## src/hw/sync_adjust_pkg.sv

```systemverilog
// filter gains are plain shift counts and ERROR_Q should be at least the phase and period gains
package sync_adjust_pkg;

    // ----------------------------------------
    // default widths
    // ----------------------------------------

    // timer values as seen on correct_time and current_time
    localparam int unsigned TIMER_WIDTH_DEFAULT = 32;

    // local cycle counter between corrections
    localparam int unsigned CYCLE_WIDTH_DEFAULT = 16;

    // integer part of the error arithmetic
    localparam int unsigned ERROR_WIDTH_DEFAULT = 32;

    // ----------------------------------------
    // fixed point
    // ----------------------------------------

    // fractional bits appended to phase and period errors
    localparam int unsigned ERROR_Q = 8;

    // ----------------------------------------
    // filter gains
    // ----------------------------------------

    // update weight is 1/2^N for each gain
    // cycle gain doubles as the fraction of the cycle estimate
    localparam int unsigned LPF_GAIN_CYCLE  = 2;
    localparam int unsigned LPF_GAIN_PERIOD = 2;
    localparam int unsigned LPF_GAIN_PHASE  = 2;

    // ----------------------------------------
    // timing
    // ----------------------------------------

    // correct_valid to phase_done in clock cycles
    localparam int unsigned ESTIMATE_LATENCY = 5;

endpackage
```

## src/hw/estimate_if.sv

```systemverilog
// carries final estimates only with no back-pressure and cycle must be stable whenever phase_done is high
`timescale 1ns/1ps

interface estimate_if #(
    parameter int unsigned CYCLE_WIDTH = 16,
    parameter int unsigned ERROR_WIDTH = 32
);

    // cycle estimate keeps LPF_GAIN_CYCLE fraction bits
    localparam int unsigned CYCLE_BITS = CYCLE_WIDTH + sync_adjust_pkg::LPF_GAIN_CYCLE;
    // phase estimate keeps ERROR_Q fraction bits
    localparam int unsigned PHASE_BITS = ERROR_WIDTH + sync_adjust_pkg::ERROR_Q;

    logic        [CYCLE_BITS-1:0] cycle;
    logic                         cycle_ok;
    logic signed [PHASE_BITS-1:0] phase;
    logic                         phase_done;

    // cycle side
    modport cycle_src (output cycle, output cycle_ok);

    // phase side
    modport phase_src (output phase, output phase_done);

    // report stage reads everything
    modport sink (input cycle, input cycle_ok, input phase, input phase_done);

endinterface

```

## src/hw/sync_adjust_top.sv

```systemverilog
// correct_valid must repeat no sooner than every 8 cycles and adjust_valid follows it by 6 cycles
`timescale 1ns/1ps

module sync_adjust_top #(
    parameter int unsigned TIMER_WIDTH = sync_adjust_pkg::TIMER_WIDTH_DEFAULT,
    parameter int unsigned CYCLE_WIDTH = sync_adjust_pkg::CYCLE_WIDTH_DEFAULT,
    parameter int unsigned ERROR_WIDTH = sync_adjust_pkg::ERROR_WIDTH_DEFAULT
) (
    input  logic                   clk,
    input  logic                   reset,

    // correction strobe with its sampled times
    input  logic                   correct_valid,
    input  logic                   correct_override,
    input  logic [TIMER_WIDTH-1:0] correct_time,
    input  logic [TIMER_WIDTH-1:0] current_time,

    // published report
    output logic                   adjust_sign,
    output logic                   adjust_zero,
    output logic [ERROR_WIDTH+sync_adjust_pkg::ERROR_Q-1:0]        adjust_error,
    output logic [CYCLE_WIDTH+sync_adjust_pkg::LPF_GAIN_CYCLE-1:0] adjust_cycle,
    output logic                   adjust_valid
);

    // estimates toward the report stage
    estimate_if #(
        .CYCLE_WIDTH(CYCLE_WIDTH),
        .ERROR_WIDTH(ERROR_WIDTH)
    ) est_bus ();

    // ----------------------------------------
    // estimators
    // ----------------------------------------

    cycle_estimator #(
        .CYCLE_WIDTH(CYCLE_WIDTH)
    ) u_cycle_estimator (
        .clk          (clk),
        .reset        (reset),
        .correct_valid(correct_valid),
        .est          (est_bus.cycle_src)
    );

    drift_estimator #(
        .TIMER_WIDTH(TIMER_WIDTH),
        .ERROR_WIDTH(ERROR_WIDTH)
    ) u_drift_estimator (
        .clk             (clk),
        .reset           (reset),
        .correct_valid   (correct_valid),
        .correct_override(correct_override),
        .correct_time    (correct_time),
        .current_time    (current_time),
        .est             (est_bus.phase_src)
    );

    // ----------------------------------------
    // report
    // ----------------------------------------

    adjust_report #(
        .CYCLE_WIDTH(CYCLE_WIDTH),
        .ERROR_WIDTH(ERROR_WIDTH)
    ) u_adjust_report (
        .clk         (clk),
        .reset       (reset),
        .est         (est_bus.sink),
        .adjust_sign (adjust_sign),
        .adjust_zero (adjust_zero),
        .adjust_error(adjust_error),
        .adjust_cycle(adjust_cycle),
        .adjust_valid(adjust_valid)
    );

endmodule

```

## src/hw/adjust_report.sv

```systemverilog
// outputs are undefined until the first adjust_valid and adjust_cycle reads zero before any cycle estimate
`timescale 1ns/1ps

module adjust_report #(
    parameter int unsigned CYCLE_WIDTH = 16,
    parameter int unsigned ERROR_WIDTH = 32
) (
    input  logic                clk,
    input  logic                reset,
    estimate_if.sink            est,
    output logic                adjust_sign,
    output logic                adjust_zero,
    output logic [ERROR_WIDTH+sync_adjust_pkg::ERROR_Q-1:0]        adjust_error,
    output logic [CYCLE_WIDTH+sync_adjust_pkg::LPF_GAIN_CYCLE-1:0] adjust_cycle,
    output logic                adjust_valid
);

    localparam int unsigned EW = ERROR_WIDTH + sync_adjust_pkg::ERROR_Q;
    localparam int unsigned CB = CYCLE_WIDTH + sync_adjust_pkg::LPF_GAIN_CYCLE;

    // ----------------------------------------
    // candidate report
    // ----------------------------------------

    logic          next_sign;
    logic          next_zero;
    logic [EW-1:0] next_error;
    logic [CB-1:0] next_cycle;
    logic          changed;
    // something has gone out since reset
    logic          published;

    assign next_sign  = est.phase[EW-1];
    assign next_zero  = (est.phase == '0);
    // magnitude of the signed phase
    assign next_error = next_sign ? -est.phase : est.phase;
    assign next_cycle = est.cycle_ok ? est.cycle : '0;

    // compare against what was last published
    assign changed = !published
                   | (next_sign  != adjust_sign)
                   | (next_zero  != adjust_zero)
                   | (next_error != adjust_error)
                   | (next_cycle != adjust_cycle);

    // ----------------------------------------
    // publish
    // ----------------------------------------

    always_ff @(posedge clk) begin
        if (reset) begin
            adjust_valid <= 1'b0;
            published    <= 1'b0;
        end else begin
            // single cycle pulse only on change
            adjust_valid <= est.phase_done & changed;
            if (est.phase_done) begin
                published <= 1'b1;
            end
        end
    end

    // unchanged values rewrite the same data
    always_ff @(posedge clk) begin
        if (est.phase_done) begin
            adjust_sign  <= next_sign;
            adjust_zero  <= next_zero;
            adjust_error <= next_error;
            adjust_cycle <= next_cycle;
        end
    end

endmodule

```

## src/hw/drift_estimator.sv

```systemverilog
// TIMER_WIDTH must not exceed ERROR_WIDTH and strobes must be at least ESTIMATE_LATENCY+3 cycles apart
`timescale 1ns/1ps

module drift_estimator #(
    parameter int unsigned TIMER_WIDTH = 32,
    parameter int unsigned ERROR_WIDTH = 32
) (
    input logic                   clk,
    input logic                   reset,
    input logic                   correct_valid,
    input logic                   correct_override,
    input logic [TIMER_WIDTH-1:0] correct_time,
    input logic [TIMER_WIDTH-1:0] current_time,
    estimate_if.phase_src         est
);

    localparam int unsigned EW      = ERROR_WIDTH + sync_adjust_pkg::ERROR_Q;
    localparam int unsigned LATENCY = sync_adjust_pkg::ESTIMATE_LATENCY;
    localparam int unsigned GAIN_X  = sync_adjust_pkg::LPF_GAIN_PHASE;
    localparam int unsigned GAIN_V  = sync_adjust_pkg::LPF_GAIN_PERIOD;

    // raw phase difference in timer units
    logic signed [TIMER_WIDTH-1:0] time_diff;
    assign time_diff = correct_time - current_time;

    // ----------------------------------------
    // stage markers
    // ----------------------------------------

    // bit k is high k+1 cycles after the strobe
    logic [LATENCY-1:0] stage;

    always_ff @(posedge clk) begin
        if (reset) begin
            stage <= '0;
        end else begin
            stage <= {stage[LATENCY-2:0], correct_valid};
        end
    end

    // ----------------------------------------
    // estimator state
    // ----------------------------------------

    // phase observation of this strobe
    logic signed [EW-1:0] observe_x;
    // estimates from the previous strobe
    logic signed [EW-1:0] prev_x;
    logic signed [EW-1:0] prev_v;
    logic                 prev_x_ok;
    logic                 prev_v_ok;
    // phase predicted from previous phase plus period
    logic signed [EW-1:0] predict_x;
    logic                 predict_ok;
    // current phase estimate
    logic signed [EW-1:0] estimate_x;
    logic                 estimate_x_ok;
    // period observation and estimate
    logic signed [EW-1:0] observe_v;
    logic                 observe_v_ok;
    logic signed [EW-1:0] estimate_v;
    logic                 estimate_v_ok;

    // validity flags
    always_ff @(posedge clk) begin
        if (reset) begin
            prev_x_ok     <= 1'b0;
            prev_v_ok     <= 1'b0;
            predict_ok    <= 1'b0;
            estimate_x_ok <= 1'b0;
            observe_v_ok  <= 1'b0;
            estimate_v_ok <= 1'b0;
        end else begin
            // override forgets the history
            if (correct_valid) begin
                prev_x_ok <= estimate_x_ok & ~correct_override;
                prev_v_ok <= estimate_v_ok & ~correct_override;
            end
            if (stage[0]) begin
                predict_ok <= prev_x_ok & prev_v_ok;
            end
            if (stage[1]) begin
                estimate_x_ok <= 1'b1;
            end
            // a period needs two phase estimates
            if (stage[2]) begin
                observe_v_ok <= prev_x_ok;
            end
            // cleared again when no period was observed
            if (stage[3]) begin
                estimate_v_ok <= observe_v_ok;
            end
        end
    end

    // arithmetic
    always_ff @(posedge clk) begin
        // strobe cycle latches observation and history
        if (correct_valid) begin
            if (correct_override) begin
                observe_x <= '0;
            end else begin
                observe_x <= EW'(time_diff) <<< sync_adjust_pkg::ERROR_Q;
            end
            prev_x <= estimate_x;
            prev_v <= estimate_v;
        end

        // stage 1 predicts
        if (stage[0]) begin
            predict_x <= prev_x + prev_v;
        end

        // stage 2 blends prediction and observation
        if (stage[1]) begin
            if (predict_ok) begin
                estimate_x <= predict_x - (predict_x >>> GAIN_X) + (observe_x >>> GAIN_X);
            end else begin
                estimate_x <= observe_x;
            end
        end

        // stage 3 observes the period
        if (stage[2]) begin
            observe_v <= estimate_x - prev_x;
        end

        // stage 4 filters the period
        if (stage[3]) begin
            if (prev_v_ok) begin
                estimate_v <= prev_v - (prev_v >>> GAIN_V) + (observe_v >>> GAIN_V);
            end else begin
                // first period is taken as is
                estimate_v <= observe_v;
            end
        end
    end

    // phase settled two cycles before this
    assign est.phase      = estimate_x;
    assign est.phase_done = stage[LATENCY-1];

endmodule

```

## src/hw/cycle_estimator.sv

```systemverilog
// gaps longer than 2^CYCLE_WIDTH-1 cycles saturate the count and the first strobe only arms the counter
`timescale 1ns/1ps

module cycle_estimator #(
    parameter int unsigned CYCLE_WIDTH = 16
) (
    input logic       clk,
    input logic       reset,
    input logic       correct_valid,
    estimate_if.cycle_src est
);

    localparam int unsigned CYCLE_Q  = sync_adjust_pkg::LPF_GAIN_CYCLE;
    localparam int unsigned EST_BITS = CYCLE_WIDTH + CYCLE_Q;

    // ----------------------------------------
    // local cycle count
    // ----------------------------------------

    logic [CYCLE_WIDTH-1:0] count_cycle;
    // set once a strobe has been seen
    logic                   count_enable;
    logic                   count_valid;

    always_ff @(posedge clk) begin
        if (reset) begin
            count_cycle  <= '0;
            count_enable <= 1'b0;
        end else begin
            // hold at full scale on very long gaps
            if (count_cycle != '1) begin
                count_cycle <= count_cycle + 1'b1;
            end
            // restart at 1 so the strobe cycle itself counts
            if (correct_valid) begin
                count_cycle  <= CYCLE_WIDTH'(1);
                count_enable <= 1'b1;
            end
        end
    end

    // a full interval has elapsed
    assign count_valid = correct_valid & count_enable;

    // ----------------------------------------
    // low-pass filter
    // ----------------------------------------

    logic [EST_BITS-1:0] observe;
    logic                observe_valid;
    logic [EST_BITS-1:0] estimate;
    logic                estimate_ok;

    // control flags
    always_ff @(posedge clk) begin
        if (reset) begin
            observe_valid <= 1'b0;
            estimate_ok   <= 1'b0;
        end else begin
            observe_valid <= count_valid;
            if (observe_valid) begin
                estimate_ok <= 1'b1;
            end
        end
    end

    // datapath
    always_ff @(posedge clk) begin
        // observation in fixed point
        if (count_valid) begin
            observe <= EST_BITS'(count_cycle) << CYCLE_Q;
        end
        if (observe_valid) begin
            if (estimate_ok) begin
                // old minus old/2^N plus new/2^N
                estimate <= estimate - (estimate >> CYCLE_Q) + (observe >> CYCLE_Q);
            end else begin
                // first interval passes straight through
                estimate <= observe;
            end
        end
    end

    assign est.cycle    = estimate;
    assign est.cycle_ok = estimate_ok;

endmodule

```

## config.mk

```make
export PLATFORM = sky130hd
export DESIGN_NAME = sync_adjust_top
export DESIGN_NICKNAME = d
export VERILOG_FILES = /design/src/hw/sync_adjust_pkg.sv /design/src/hw/estimate_if.sv /design/src/hw/sync_adjust_top.sv /design/src/hw/adjust_report.sv /design/src/hw/drift_estimator.sv /design/src/hw/cycle_estimator.sv
export SDC_FILE = /design/constraint.sdc
export NUM_CORES = 1
export LEC_CHECK = 0
export ABC_CLOCK_PERIOD_IN_PS = 4100
export BUFFER_PORTS_ARGS = -buffer_cell sky130_fd_sc_hd__buf_2
export CAP_MARGIN = 20
export CORE_MARGIN = 5
export CORE_UTILIZATION = 30
export CTS_CLUSTER_DIAMETER = 150
export DETAILED_ROUTE_END_ITERATION = 8
export PLACE_DENSITY = 0.43
export SLEW_MARGIN = 25
export SYNTH_ARGS = -nofsm -noshare
export SYNTH_HDL_FRONTEND = slang
export SYNTH_SLANG_ARGS = --single-unit
export TNS_END_PERCENT = 10
```

## constraint.sdc

```tcl
create_clock -name clk -period 4.1 [get_ports clk]
set_input_delay 0.82 -clock clk [delete_from_list [all_inputs] [get_ports clk]]
set_output_delay 0.82 -clock clk [all_outputs]
set_load 0.005 [all_outputs]
```

==> summary.md <==
| Metric | Value |
|---|---|
| Fmax | 255 MHz |
| Initial Util | 30.2% |
| Count of hold-fix buffers inserted at cts | 0 |
| Cell row count | 113 |
| Crit path capture | u_drift_estimator.est.phase[36]$_DFFE_PP_ |
| Status | completed |
| Die Area | 102000 sq um |
| Core Util, Final | 35.4% |
| Most frequent cells after synthesis | inv_1, edfxtp_1, ha_1 |
| GR Util All Layers | 15.6% |
| GP Congestion | 0.910 |
| Leak | 0.0145 uW |
| Hold WC Path Type | reg2reg |
| Synth top area share | 38.3% |
| Register area | 11600 sq um |
| Critical path origin | u_drift_estimator.predict_x[10]$_DFFE_PP_ |
| Combinational power share | 25.5% |
| # nets final | 3538 |
| Root Buffer | clkbuf_16 |
| Clk_skew | 24.8 ps |
| DIE WIDTH | 319 um |
| Sw Pwr | 3850 uW |
| Synth area leader | edfxtp_1 |
| Final Cell Area | 33600 sq um |
| Post-route minimum period | 3920 ps |
| Switch share | 30.5% |
| Hold path depth | 0 |
| Die height | 319 um |
| CP startpoint kind | flop |
| Final HPWL DP | 64300 um |
| CP Capture Type | flop |
| Setup TNS Final | 0 ps |
| Ys async rst share | 0% |
| Num Clock Sinks | 398 |
| Initial drt markers | 1095 |
| Global-route wire length before repair | 127000 um |
| Post-DRT Antenna Nets | 0 |
| Internal Power | 8760 uW |
| Share of cells above drive strength 1 | 12.8% |
| Synth area leaders | edfxtp_1, ha_1, fa_1 |
| Tcrit/Tclk final | 95.5% |
| Worst path depth | 16 |
| Per-cell routed wire length | 18.3 um |
| Crit path top cell by count | buf_4 |
| Post-DP Area | 31700 sq um |
| Max stage delay on crit path | 540 ps |
| Pin count of the biggest net entering global routing | 86 |
| #FFs+latches synth | 398 |
| GR Overflow Total | 0 |
| Total number of H-tree levels | 2 |
| Post-Synth Simple-Gate Area | 11.7% |
| Crit path DAT | 4320 ps |
| CP max-delay cell | fa_1 |
| Max clock buf depth | 3 |
| Syn avg cell area | 9.89 sq um |
| DR DRC count | 0 |
| Syn Inst Count | 2899 |
| Syn Nets | 3273 |
| Multiplexer share of the synthesized area | 1.47% |
| Vias per std cell | 4.78 |
| Reg2Reg Depth | 16 |
| Synth warn | 0 |
| Synth Area in Adders | 15.8% |
| CTS buffer count | 53 |
| Clock latency on the worst-skew pair | 610 ps |
| CP Class | reg2reg |
| Multi-input gate area | 15100 sq um |
| Buffers and inverters on the worst path | 5 |
| Worst r2r dst | u_drift_estimator.est.phase[36]$_DFFE_PP_ |
| Clock network fraction of design power | 36.7% |
| Final-report hold violation count | 0 |
| Xor and xnor fraction of the mapped netlist area | 8.27% |
| Most common flop cell mapped by yosys | edfxtp_1 |
| Seq pwr share | 37.8% |
| Top Family by Delay on Critical Path | compound AO/OA/AOI/OAI gates |
| Max-Cap Viols | 0 |
| Reg clk slew, reported paths | 60 ps |
| Vias in the first global route | 21900 |
| Number of primary I/O pins | 129 |
| Unrepaired setup endpoints after global routing | true |
| Compound-gate portion of the synthesized area | 15.1% |
| Most frequent cell after synthesis | inv_1 |
| Initial antenna violation count | 5 |
| Pre-CTS setup slack | -107 ps |
| Final WS setup | 183 ps |
| I/O Buffers | 128 |
| P&R area growth vs syn | 17.2% |
| Max Slew Vio Count | 0 |
| Flop2flop setup slack | 180 ps |
| EDFF count, synth | 366 |
| Slew headroom | 33.1% |
| Cell Pwr Density | 375 nW/um^2 |
| Mapped cell area | 28700 sq um |
| Crit-path max FO | 5 |
| CTS tree | yes |
| CP cell instances | inv_1 > fa_1 > inv_1 > ha_1 > buf_4 > a211oi_2 > buf_4 > o211ai_1 > o21bai_2 > and2_1 > a211oi_2 > buf_4 > o21bai_1 > a221o_1 > a211o_1 > o211ai_1 |
| Worst-margin pin slew | 1000 ps |
| Drt pass-1 iters | 5 |
| Synth unique cells | 74 |
| Worst Path Required | 4510 ps |
| Core Region | 94900 sq um |
| Routed WL | 82000 um |
| FF-to-FF Start | u_drift_estimator.predict_x[10]$_DFFE_PP_ |
| Fillcell total | 9607 |
| VDD IR-drop max | 0.000301 V |
| Finish-stage setup viols | 0 |
| Largest family of logic cells by synthesized area | adder cells |
| Register area share after synthesis | 40.6% |
| Vias | 21400 |
## stage by stage
stage,power [uW],hold WS [ps],cells
finish,12600,408,4473
floorplan,7040,400,2899
global route,13400,422,4472
CTS,12700,409,4470
global placement,7980,404,4372
detailed placement,8000,406,4372
## cells in the final DEF (no fill, tap or decap), types with 24 or more instances in the layout
cell type,n
buf_2,127
nand2_1,147
nand3_1,65
a31oi_1,27
nand2b_1,31
xnor2_1,169
buf_4,139
a21o_1,103
dfxtp_1,24
and3_1,27
edfxtp_1,366
nor2_1,162
nor3_1,49
fa_1,92
nor2b_1,41
o21a_1,31
mux2i_1,32
clkbuf_16,54
inv_1,479
o21ai_0,165
xor2_1,99
a21oi_1,177
and2_1,41
ha_1,213
## power groups by stage
stage / Sequential [uW] / Combinational (uW) / Clock [uW]
6_report: 4760 / 3220 / 4630
5_1_grt: 4780 / 3620 / 4950
4_1_cts: 4770 / 3190 / 4790
3_5_place_dp: 4850 / 3150 / 0
3_3_place_gp: 4850 / 3130 / 0
2_1_floorplan: 4800 / 2230 / 0
## timing repair
action | CTS | global route
setup endpoints to repair | 9 | 19
cloned | 0 | 0
pin swaps | 2 | 5
gates resized for setup | 7 | 21
setup buffers | 0 | 2
## flip-flops by register name, summed over array words and instances (netlist names), 5 cells and up
| signal | flops |
|---|---|
| u_drift_estimator.prev_v | 40 |
| u_adjust_report.adjust_cycle | 18 |
| u_drift_estimator.stage | 5 |
| u_cycle_estimator.observe | 16 |
| u_drift_estimator.prev_x | 40 |
| u_cycle_estimator.est.cycle | 18 |
| u_drift_estimator.observe_x | 32 |
| u_drift_estimator.est.phase | 40 |
| u_drift_estimator.observe_v | 40 |
| u_drift_estimator.estimate_v | 40 |
| u_drift_estimator.predict_x | 40 |
| u_adjust_report.adjust_error | 40 |
| u_cycle_estimator.count_cycle | 16 |
## per-layer routing
metal | vias to the layer above | wire length [um] | GRT usage, %
met5 | - | 0 | 0
met4 | 0 | 2320 | 4.30
met3 | 122 | 2850 | 1.95
met2 | 389 | 36500 | 25.0
met1 | 10200 | 40300 | 22.3
li1 | 10600 | - | -
## layout make-up
| class | instances | area share [%] |
|---|---|---|
| multi-input combinational | 1964 | 45.1 |
| tap | 1265 | 4.71 |
| timing repair buffer | 268 | 5.09 |
| sequential | 398 | 34.7 |
| inverter | 479 | 5.35 |
| antenna | 1 | 0.00745 |
| clock buffer | 67 | 4.23 |
| clock inverter | 31 | 0.875 |
## cells by family (layout without fill, tap and decap cells)
family,count (synthesis),count (layout)
flip-flops,398,398
AND/OR/NAND/NOR,669,669
multiplexers,41,41
XOR/XNOR,269,269
adder cells (fa/ha/maj),306,306
AO/OA/AOI/OAI,679,679
buffers and inverters,537,845
other,0,1
## worst min path at each step
stage / slack (ps) / to / start
finish: 410 / u_drift_estimator.prev_v[35]$_DFFE_PP_ / u_drift_estimator.estimate_v[35]$_DFFE_PP_
global route: 420 / u_drift_estimator.prev_v[36]$_DFFE_PP_ / u_drift_estimator.estimate_v[36]$_DFFE_PP_
CTS: 410 / u_drift_estimator.prev_v[23]$_DFFE_PP_ / u_drift_estimator.estimate_v[23]$_DFFE_PP_
detailed placement: 410 / u_drift_estimator.prev_v[16]$_DFFE_PP_ / u_drift_estimator.estimate_v[16]$_DFFE_PP_
global placement: 400 / u_drift_estimator.prev_v[8]$_DFFE_PP_ / u_drift_estimator.estimate_v[8]$_DFFE_PP_
floorplan: 400 / u_drift_estimator.prev_v[0]$_DFFE_PP_ / u_drift_estimator.estimate_v[0]$_DFFE_PP_
Note: power is estimated with default switching activity, not from simulation.
